<file path="src/fetch_pkg.sv">
package fetch_pkg;

  localparam int xlen = 32;
  localparam int max_lanes = 4;

  localparam logic [6:0] opcode_jal = 7'b1101111;
  localparam logic [6:0] opcode_branch = 7'b1100011;

  // jal, imm[20|10:1|11|19:12] above rd
  typedef struct packed {
    logic       imm_20;
    logic [9:0] imm_10_1;
    logic       imm_11;
    logic [7:0] imm_19_12;
    logic [4:0] rd;
    logic [6:0] opcode;
  } j_type_t;

  // conditional branch, imm[12|10:5] and imm[4:1|11] split around the registers
  typedef struct packed {
    logic       imm_12;
    logic [5:0] imm_10_5;
    logic [4:0] rs2;
    logic [4:0] rs1;
    logic [2:0] funct3;
    logic [3:0] imm_4_1;
    logic       imm_11;
    logic [6:0] opcode;
  } b_type_t;

  typedef union packed {
    j_type_t j_view;
    b_type_t b_view;
  } instr_word_t;

  typedef struct packed {
    logic            trap;
    logic            mret;
    logic            miss;
    logic            fence;
    logic [xlen-1:0] mtvec;
    logic [xlen-1:0] mepc;
    logic [xlen-1:0] miss_addr;
    logic [xlen-1:0] fence_npc;
  } redirect_t;

  typedef struct packed {
    logic            valid;
    logic            taken;
    logic [xlen-1:0] target;
  } lane_info_t;

  typedef struct packed {
    logic [xlen-1:0]                pc;
    instr_word_t [max_lanes-1:0]    words;
  } fetch_group_t;

  typedef struct packed {
    logic [xlen-1:0]                pc;
    instr_word_t [max_lanes-1:0]    words;
    logic [max_lanes-1:0]           lane_valid;
    logic                           taken;
    logic [xlen-1:0]                target;
  } fetch_packet_t;

  // bus sized for the widest group, narrower configs use the low lanes
  typedef struct packed {
    logic                   cyc;
    logic                   stb;
    logic                   we;
    logic [xlen-1:0]        adr;
    logic [4*max_lanes-1:0] sel;
  } wb_req_t;

  typedef struct packed {
    logic [xlen*max_lanes-1:0] dat;
    logic                      ack;
  } wb_rsp_t;

endpackage
</file>
<file path="src/fetch_unit.sv">
`timescale 1ns/1ps

module fetch_unit #(
  parameter int FETCH_LANES = 2,
  parameter int QUEUE_DEPTH = 4,
  parameter logic [31:0] RESET_PC = '0
) (
  input  logic                            clock,
  input  logic                            reset,
  input  fetch_pkg::redirect_t            redirect,
  output fetch_pkg::wb_req_t              wb_req,
  input  fetch_pkg::wb_rsp_t              wb_rsp,
  output logic                            out_valid,
  output fetch_pkg::fetch_packet_t        out_packet,
  input  logic                            out_ready
);

  localparam logic [fetch_pkg::xlen-1:0] pc_step = 4 * FETCH_LANES;
  localparam logic [fetch_pkg::xlen-1:0] align_mask = ~(pc_step - 1);

  fetch_pkg::fetch_group_t     group;
  logic                        group_valid;
  logic                        flush;
  logic                        pred_taken;
  logic [fetch_pkg::xlen-1:0]  pred_target;
  logic                        full;
  fetch_pkg::lane_info_t       lanes [FETCH_LANES];

  fetch_stage #(
    .FETCH_LANES (FETCH_LANES),
    .RESET_PC    (RESET_PC)
  ) stage0 (
    .clock       (clock),
    .reset       (reset),
    .redirect    (redirect),
    .wb_rsp      (wb_rsp),
    .pred_taken  (pred_taken),
    .pred_target (pred_target),
    .full        (full),
    .wb_req      (wb_req),
    .group       (group),
    .group_valid (group_valid),
    .flush       (flush)
  );

  for (genvar i = 0; i < FETCH_LANES; i++) begin : g_lane
    logic [fetch_pkg::xlen-1:0] lane_pc;
    logic                       lane_ok;

    assign lane_pc = group.pc + fetch_pkg::xlen'(4 * i);
    // a group entered mid-block has no words past the block end
    assign lane_ok = group_valid && ((lane_pc & align_mask) == (group.pc & align_mask));

    predecode_lane lane0 (
      .word       (group.words[i]),
      .pc         (lane_pc),
      .word_valid (lane_ok),
      .info       (lanes[i])
    );
  end

  fetch_queue #(
    .FETCH_LANES (FETCH_LANES),
    .QUEUE_DEPTH (QUEUE_DEPTH)
  ) queue0 (
    .clock       (clock),
    .reset       (reset),
    .group       (group),
    .group_valid (group_valid),
    .lanes       (lanes),
    .flush       (flush),
    .out_ready   (out_ready),
    .out_valid   (out_valid),
    .out_packet  (out_packet),
    .pred_taken  (pred_taken),
    .pred_target (pred_target),
    .full        (full)
  );

endmodule

</file>
<file path="src/fetch_queue.sv">
`timescale 1ns/1ps

module fetch_queue #(
  parameter int FETCH_LANES = 2,
  parameter int QUEUE_DEPTH = 4
) (
  input  logic                            clock,
  input  logic                            reset,
  input  fetch_pkg::fetch_group_t         group,
  input  logic                            group_valid,
  input  fetch_pkg::lane_info_t           lanes [FETCH_LANES],
  input  logic                            flush,
  input  logic                            out_ready,
  output logic                            out_valid,
  output fetch_pkg::fetch_packet_t        out_packet,
  output logic                            pred_taken,
  output logic [fetch_pkg::xlen-1:0]      pred_target,
  output logic                            full
);

  localparam int ptr_w = (QUEUE_DEPTH > 1) ? $clog2(QUEUE_DEPTH) : 1;
  localparam int cnt_w = $clog2(QUEUE_DEPTH + 1);

  fetch_pkg::fetch_packet_t        mem [QUEUE_DEPTH];
  logic [ptr_w-1:0]                wr_ptr;
  logic [ptr_w-1:0]                rd_ptr;
  logic [cnt_w-1:0]                count;
  logic [fetch_pkg::max_lanes-1:0] lane_valid;
  fetch_pkg::fetch_packet_t        packet;
  logic                            push;
  logic                            pop;

  // first taken lane wins, everything after it is dropped
  always_comb begin
    logic found;
    found = 1'b0;
    lane_valid = '0;
    pred_taken = 1'b0;
    pred_target = '0;
    for (int i = 0; i < FETCH_LANES; i++) begin
      if (!found) begin
        lane_valid[i] = lanes[i].valid;
        if (lanes[i].valid && lanes[i].taken) begin
          found = 1'b1;
          pred_taken = 1'b1;
          pred_target = lanes[i].target;
        end
      end
    end
  end

  always_comb begin
    packet = '0;
    packet.pc = group.pc;
    packet.words = group.words;
    packet.lane_valid = lane_valid;
    packet.taken = pred_taken;
    packet.target = pred_target;
  end

  assign push = group_valid && !flush;
  assign out_valid = (count != '0) && !flush;
  assign pop = out_valid && out_ready;
  assign out_packet = mem[rd_ptr];
  // counts the packet arriving this cycle so the next request always has a slot
  assign full = (count == cnt_w'(QUEUE_DEPTH)) || (push && count == cnt_w'(QUEUE_DEPTH - 1));

  always_ff @(posedge clock) begin
    if (push) begin
      mem[wr_ptr] <= packet;
    end
  end

  always_ff @(posedge clock) begin
    if (!reset || flush) begin
      wr_ptr <= '0;
      rd_ptr <= '0;
      count <= '0;
    end else begin
      if (push) begin
        wr_ptr <= (wr_ptr == ptr_w'(QUEUE_DEPTH - 1)) ? '0 : wr_ptr + 1'b1;
      end
      if (pop) begin
        rd_ptr <= (rd_ptr == ptr_w'(QUEUE_DEPTH - 1)) ? '0 : rd_ptr + 1'b1;
      end
      if (push && !pop) begin
        count <= count + 1'b1;
      end else if (pop && !push) begin
        count <= count - 1'b1;
      end
    end
  end

endmodule

</file>
<file path="src/predecode_lane.sv">
`timescale 1ns/1ps

module predecode_lane (
  input  fetch_pkg::instr_word_t          word,
  input  logic [fetch_pkg::xlen-1:0]      pc,
  input  logic                            word_valid,
  output fetch_pkg::lane_info_t           info
);

  logic [6:0]                  opcode;
  logic                        is_jal;
  logic                        is_branch;
  logic [fetch_pkg::xlen-1:0]  j_imm;
  logic [fetch_pkg::xlen-1:0]  b_imm;
  logic [fetch_pkg::xlen-1:0]  imm;

  // opcode field is shared by both formats
  assign opcode = word.j_view.opcode;
  assign is_jal = (opcode == fetch_pkg::opcode_jal);
  assign is_branch = (opcode == fetch_pkg::opcode_branch);

  // 21-bit jal offset, sign bit is imm[20]
  assign j_imm = {
    {11{word.j_view.imm_20}},
    word.j_view.imm_20,
    word.j_view.imm_19_12,
    word.j_view.imm_11,
    word.j_view.imm_10_1,
    1'b0
  };

  // 13-bit branch offset, sign bit is imm[12]
  assign b_imm = {
    {19{word.b_view.imm_12}},
    word.b_view.imm_12,
    word.b_view.imm_11,
    word.b_view.imm_10_5,
    word.b_view.imm_4_1,
    1'b0
  };

  assign imm = is_jal ? j_imm : b_imm;

  always_comb begin
    info = '0;
    info.valid = word_valid;
    // jal always taken, branches only when they go backward
    info.taken = word_valid && (is_jal || (is_branch && b_imm[fetch_pkg::xlen-1]));
    info.target = pc + imm;
  end

endmodule

</file>
<file path="src/fetch_stage.sv">
`timescale 1ns/1ps

module fetch_stage #(
  parameter int FETCH_LANES = 2,
  parameter logic [31:0] RESET_PC = '0
) (
  input  logic                            clock,
  input  logic                            reset,
  input  fetch_pkg::redirect_t            redirect,
  input  fetch_pkg::wb_rsp_t              wb_rsp,
  input  logic                            pred_taken,
  input  logic [fetch_pkg::xlen-1:0]      pred_target,
  input  logic                            full,
  output fetch_pkg::wb_req_t              wb_req,
  output fetch_pkg::fetch_group_t         group,
  output logic                            group_valid,
  output logic                            flush
);

  localparam logic [fetch_pkg::xlen-1:0] pc_step = 4 * FETCH_LANES;
  localparam logic [fetch_pkg::xlen-1:0] align_mask = ~(pc_step - 1);
  localparam logic [4*fetch_pkg::max_lanes-1:0] sel_mask = {(4 * FETCH_LANES){1'b1}};

  localparam logic [1:0] state_idle      = 2'd0;
  localparam logic [1:0] state_busy      = 2'd1;
  localparam logic [1:0] state_discard   = 2'd2;
  localparam logic [1:0] state_wait_room = 2'd3;

  logic [1:0]                  state;
  logic [1:0]                  state_next;
  // fetch pc of the open bus cycle, or of the next one while the bus is idle
  logic [fetch_pkg::xlen-1:0]  req_pc;
  logic [fetch_pkg::xlen-1:0]  req_pc_next;
  // redirect target parked until the stale ack comes back
  logic [fetch_pkg::xlen-1:0]  hold_pc;
  logic [fetch_pkg::xlen-1:0]  hold_pc_next;
  logic                        redirect_any;
  logic [fetch_pkg::xlen-1:0]  redirect_pc;
  logic [fetch_pkg::xlen-1:0]  seq_pc;
  logic [fetch_pkg::xlen-1:0]  pred_pc;
  logic [fetch_pkg::xlen-1:0]  word_off;
  logic                        bus_open;

  // fixed priority: trap, mret, branch miss, fence
  always_comb begin
    redirect_any = redirect.trap | redirect.mret | redirect.miss | redirect.fence;
    if (redirect.trap) begin
      redirect_pc = redirect.mtvec;
    end else if (redirect.mret) begin
      redirect_pc = redirect.mepc;
    end else if (redirect.miss) begin
      redirect_pc = redirect.miss_addr;
    end else begin
      redirect_pc = redirect.fence_npc;
    end
  end

  assign flush = redirect_any;
  assign bus_open = (state == state_busy) || (state == state_discard);
  assign group_valid = (state == state_busy) && wb_rsp.ack && !redirect_any;

  // continue after the aligned block even if the group started mid-block
  assign seq_pc = (req_pc & align_mask) + pc_step;
  assign pred_pc = pred_taken ? pred_target : seq_pc;
  assign word_off = (req_pc - (req_pc & align_mask)) >> 2;

  always_comb begin
    wb_req = '0;
    wb_req.cyc = bus_open;
    wb_req.stb = bus_open;
    wb_req.we = 1'b0;
    wb_req.adr = req_pc & align_mask;
    wb_req.sel = sel_mask;
  end

  // shift so lane 0 holds the word at req_pc
  always_comb begin
    group = '0;
    group.pc = req_pc;
    for (int i = 0; i < FETCH_LANES; i++) begin
      if (i + word_off < FETCH_LANES) begin
        group.words[i] = wb_rsp.dat[fetch_pkg::xlen*(i+word_off) +: fetch_pkg::xlen];
      end
    end
  end

  always_comb begin
    state_next = state;
    req_pc_next = req_pc;
    hold_pc_next = hold_pc;
    case (state)
      state_idle: begin
        state_next = state_busy;
        req_pc_next = redirect_any ? redirect_pc : req_pc;
      end
      state_busy: begin
        if (wb_rsp.ack) begin
          if (redirect_any) begin
            req_pc_next = redirect_pc;
          end else if (full) begin
            state_next = state_wait_room;
            req_pc_next = pred_pc;
          end else begin
            req_pc_next = pred_pc;
          end
        end else if (redirect_any) begin
          // bus cycle cannot be aborted, so wait out the ack
          state_next = state_discard;
          hold_pc_next = redirect_pc;
        end
      end
      state_discard: begin
        if (wb_rsp.ack) begin
          state_next = state_busy;
          req_pc_next = redirect_any ? redirect_pc : hold_pc;
        end else if (redirect_any) begin
          hold_pc_next = redirect_pc;
        end
      end
      state_wait_room: begin
        // a redirect flushes the queue, so room is guaranteed
        if (redirect_any) begin
          state_next = state_busy;
          req_pc_next = redirect_pc;
        end else if (!full) begin
          state_next = state_busy;
        end
      end
      default: begin
        state_next = state_idle;
      end
    endcase
  end

  always_ff @(posedge clock) begin
    if (!reset) begin
      state <= state_idle;
      req_pc <= RESET_PC;
      hold_pc <= RESET_PC;
    end else begin
      state <= state_next;
      req_pc <= req_pc_next;
      hold_pc <= hold_pc_next;
    end
  end

endmodule

</file>
<file path="config.mk">
export PLATFORM = sky130hd
export DESIGN_NAME = fetch_unit
export DESIGN_NICKNAME = d
export VERILOG_FILES = /design/src/fetch_pkg.sv /design/src/fetch_unit.sv /design/src/fetch_queue.sv /design/src/predecode_lane.sv /design/src/fetch_stage.sv
export SDC_FILE = /design/constraint.sdc
export NUM_CORES = 1
export LEC_CHECK = 0
export BUFFER_PORTS_ARGS = -buffer_cell sky130_fd_sc_hd__buf_2
export CORE_UTILIZATION = 40
export CTS_BUF_LIST = sky130_fd_sc_hd__clkbuf_16
export DETAILED_ROUTE_END_ITERATION = 6
export PLACE_DENSITY_LB_ADDON = 0.2
export SYNTH_ARGS = -nofsm -noshare
export SYNTH_HDL_FRONTEND = slang
export SYNTH_SLANG_ARGS = --single-unit
</file>
<file path="constraint.sdc">
create_clock -name clock -period 6.4 [get_ports clock]
set_input_delay 0.32 -clock clock [delete_from_list [all_inputs] [get_ports clock]]
set_output_delay 0.32 -clock clock [all_outputs]
set_load 0.01 [all_outputs]
</file>
==> run summary <==
==================================================================================
TritonCTS clock tree ................................................          yes
Clock sink count ....................................................          599
Worst reg2reg setup slack ...........................................       870 ps
R2R depth ...........................................................           14
Total power density per cell area ................................... 280.3 mW/mm²
Commonest cells after routing, fill and taps aside .................. sky130_fd_sc_hd__edfxtp_1 (524), sky130_fd_sc_hd__buf_2 (362), sky130_fd_sc_hd__nand2_1 (179), sky130_fd_sc_hd__a21oi_1 (147), sky130_fd_sc_hd__mux4_2 (131)
Count of input and output buffers ...................................          362
Avg Synthesized Cell Area ...........................................    13.21 µm²
CP max stage cell ................................................... sky130_fd_sc_hd__o211ai_1
Warnings from Yosys .................................................            0
Number of global-route vias before repair ...........................       20,510
Most common flop cell mapped by yosys ............................... sky130_fd_sc_hd__edfxtp_1
DRT Pass-1 Iters ....................................................            5
Clock buffers created by TritonCTS ..................................           66
Final net count .....................................................        2,963
Crit path largest cell delay ........................................       560 ps
Fraction of post-synthesis cell area in the top cell type by area ...       0.5169
Synthesized area ....................................................  0.03044 mm²
Category of the worst setup path launch point .......................         flop
Unrepaired setup endpoints after global routing .....................        false
Outcome .............................................................    completed
Grt total ovfl ......................................................            0
Number of pins exceeding their max-slew limit in the final report ...            0
Maximum VDD drop ....................................................  0.0001520 V
Worst slew margin ...................................................       0.1620
Register area share after synthesis .................................       0.5663
Clock slew at reported path FFs .....................................        60 ps
Setup Crit Path Kind ................................................ flop to flop
DR DRC count ........................................................            0
Flip-flop and latch count after synthesis ...........................          599
Die outline width ...................................................     277.9 µm
Number of core rows .................................................          100
Clock root cell ..................................................... sky130_fd_sc_hd__clkbuf_16
Critical path cell sequence ......................................... nor2b_1 > nand4_1 > nor2_1 > mux2_2 > ha_1 > fa_1 > a21oi_1 > o221ai_1 > o211ai_1 > o221ai_1 > a21oi_1 > o21ai_0 > xnor2_1 > o22ai_1
Half-perimeter wire length of the detailed placement result .........    63,760 µm
Die Span Y ..........................................................     277.9 µm
EDFF count, synth ...................................................          524
Number of buffers between clock root and the deepest sink ...........            3
Crit path required time .............................................      6690 ps
Final sum of negative setup slack ...................................         0 ps
Pin count of the biggest net entering global routing ................          132
Fillcell total ......................................................        6,714
Initial cell density of the core ....................................       0.4068
Post-CTS Setup Bufs .................................................            0
Share of the core filled with cells .................................       0.4665
Wire length per cell ................................................     24.75 µm
Htree depth .........................................................            3
Post-CTS resize count ...............................................            0
Number of antenna violations at the first check in global routing ...            1
Endpoint arrival time on the critical path ..........................      5820 ps
Final Wtd Congestion ................................................       0.8876
Floorplan core area .................................................  0.07482 mm²
Setup violations, final .............................................            0
Antenna Nets Post-Route .............................................            0
Vias per Instance ...................................................        5.632
Maximum clock skew at final layout ..................................     25.94 ps
Initial DRC count ...................................................        1,647
Cells after synthesis ...............................................        2,304
Wire length of the first global-routing pass ........................   133,200 µm
Worst slew pin tran .................................................      1244 ps
Hold Vio Cnt, Final .................................................            0
I/O pins ............................................................          513
Clock insertion delay at the later pin of the skew report ...........       590 ps
Cell taking the most area after synthesis ........................... sky130_fd_sc_hd__edfxtp_1
WHS Path Cells ......................................................            2
Overall die area ....................................................  0.07721 mm²
Share of cells above drive strength 1 ...............................       0.2657
Achievable clock frequency ..........................................    180.9 MHz
Maximum fanout count along the critical path ........................           16
Overall routed net length ...........................................    90,070 µm
Synth cell types ....................................................           84
Area contributors post-synth ........................................ sky130_fd_sc_hd__edfxtp_1 (52%), sky130_fd_sc_hd__mux4_2 (9.7%), sky130_fd_sc_hd__dfxtp_1 (4.9%)
Vias ................................................................       20,490
Final Instance Area .................................................  0.03490 mm²
Signed area change from the synthesized netlist to the final layout .       14.67%
Share of async-settable or async-resettable flops after synthesis ...            0
Cell Area, Placed ...................................................  0.03288 mm²
CP Capture Type .....................................................         flop
Leakage power .......................................................     12.52 nW
Final critical-path required period .................................      5527 ps
Most common cell after layout, fill and taps aside .................. sky130_fd_sc_hd__edfxtp_1
Class of the worst hold path ........................................ input port to flop
Number of violations of the max-capacitance limit ...................            0
Total GRT Usage .....................................................       0.2303
Final clock period utilization by the worst path ....................       0.8636
==================================================================================
## state kept, by name, summed over array words and instances, names as in the netlist, named ones only
register        flops
queue0.wr_ptr       2
stage0.req_pc      32
queue0.mem        524
stage0.state        2
queue0.rd_ptr       2
stage0.hold_pc     32
queue0.count        3
## layout make-up
type | instances | area, µm² | area share
diodes | 2 | 5.005 | 0.0001434
clock buffers | 68 | 1702 | 0.04875
clock inverters | 48 | 310.3 | 0.008890
inverters | 32 | 121.4 | 0.003477
multi-input cells | 1508 | 12020 | 0.3444
flip-flops and latches | 599 | 17250 | 0.4941
well taps | 969 | 1212 | 0.03473
repair buffers | 413 | 2285 | 0.06546
## power by group
| group | internal, W | total, W | switching (W) |
|---|---|---|---|
| logic | 0.000644 | 0.00177 | 0.00112 |
| clock network | 0.00205 | 0.00354 | 0.00150 |
| registers | 0.00436 | 0.00447 | 0.000116 |
| total | 0.00705 | 0.00978 | 0.00274 |
## worst paths after layout
| path | start | end |
|---|---|---|
| max reg2reg | stage0.req_pc[2] | queue0.mem[0][27] |
| min reg2reg | queue0.rd_ptr[1] | flop |
| max | stage0.req_pc[2] | queue0.mem[0][27] |
| min | wb_rsp[1] | queue0.mem[2][35] |
## layer usage
layer	routed length (µm)	track usage
met1	37780	0.3017
met2	45750	0.3992
met3	4631	0.03411
met4	1894	0.05822
met5	13	0
## Yosys cell counts, types with 12 or more instances
master,instances
sky130_fd_sc_hd__xor2_1,48
sky130_fd_sc_hd__edfxtp_1,524
sky130_fd_sc_hd__a21o_1,29
sky130_fd_sc_hd__mux2i_1,51
sky130_fd_sc_hd__mux4_2,131
sky130_fd_sc_hd__dfxtp_1,75
sky130_fd_sc_hd__xnor2_1,59
sky130_fd_sc_hd__a211oi_1,17
sky130_fd_sc_hd__nor2b_1,46
sky130_fd_sc_hd__nor3_1,23
sky130_fd_sc_hd__a21boi_0,13
sky130_fd_sc_hd__o211a_1,30
sky130_fd_sc_hd__nand3_1,45
sky130_fd_sc_hd__a22oi_1,13
sky130_fd_sc_hd__inv_1,29
sky130_fd_sc_hd__and3_1,17
sky130_fd_sc_hd__o211ai_1,16
sky130_fd_sc_hd__ha_1,76
sky130_fd_sc_hd__o22ai_1,12
sky130_fd_sc_hd__nor2_1,125
sky130_fd_sc_hd__nand2_1,179
sky130_fd_sc_hd__buf_4,118
sky130_fd_sc_hd__a21oi_1,148
sky130_fd_sc_hd__a22o_1,17
sky130_fd_sc_hd__clkbuf_1,85
sky130_fd_sc_hd__nand4_1,18
sky130_fd_sc_hd__buf_1,35
sky130_fd_sc_hd__mux2_2,47
sky130_fd_sc_hd__a31oi_1,14
sky130_fd_sc_hd__o21ai_0,105
## repair_timing
item	CTS	global route
hold buffers	1	0
endpoints found under the setup margin	0	0
hold endpoints to repair	1	0
## kinds of logic after synthesis
logic type	Yosys count	share of synthesized area
compound gates	507	0.1105
xor+xnor	107	0.03079
fa+ha+maj	79	0.03321
buf+inv	281	0.05052
flops	599	0.5663
mux	231	0.1321
other cells	2	0.0002467
simple gates	498	0.07641
## per-stage QoR
| step | hold slack [ps] | std cells | worst slack (ps) | total power, W |
|---|---|---|---|---|
| 2_1_floorplan | 454.1 | 2388 | 1377 | 0.005753 |
| 3_3_place_gp | 460.2 | 3520 | 1102 | 0.006271 |
| 3_5_place_dp | 481.5 | 3520 | 987.9 | 0.006292 |
| 4_1_cts | 81.37 | 3637 | 954.1 | 0.009836 |
| 5_1_grt | 98.44 | 3637 | 569.5 | 0.01016 |
| 6_report | 107.4 | 3639 | 873.0 | 0.009784 |
## worst max-delay path, delay by kind of cell (launching register included)
family	cells	cell delay (ps)
flops	1	430
xor+xnor	1	140
mux	1	390
simple gates	3	1180
fa+ha+maj	2	650
compound gates	7	2450
Note: power is estimated with default switching activity, not from simulation.
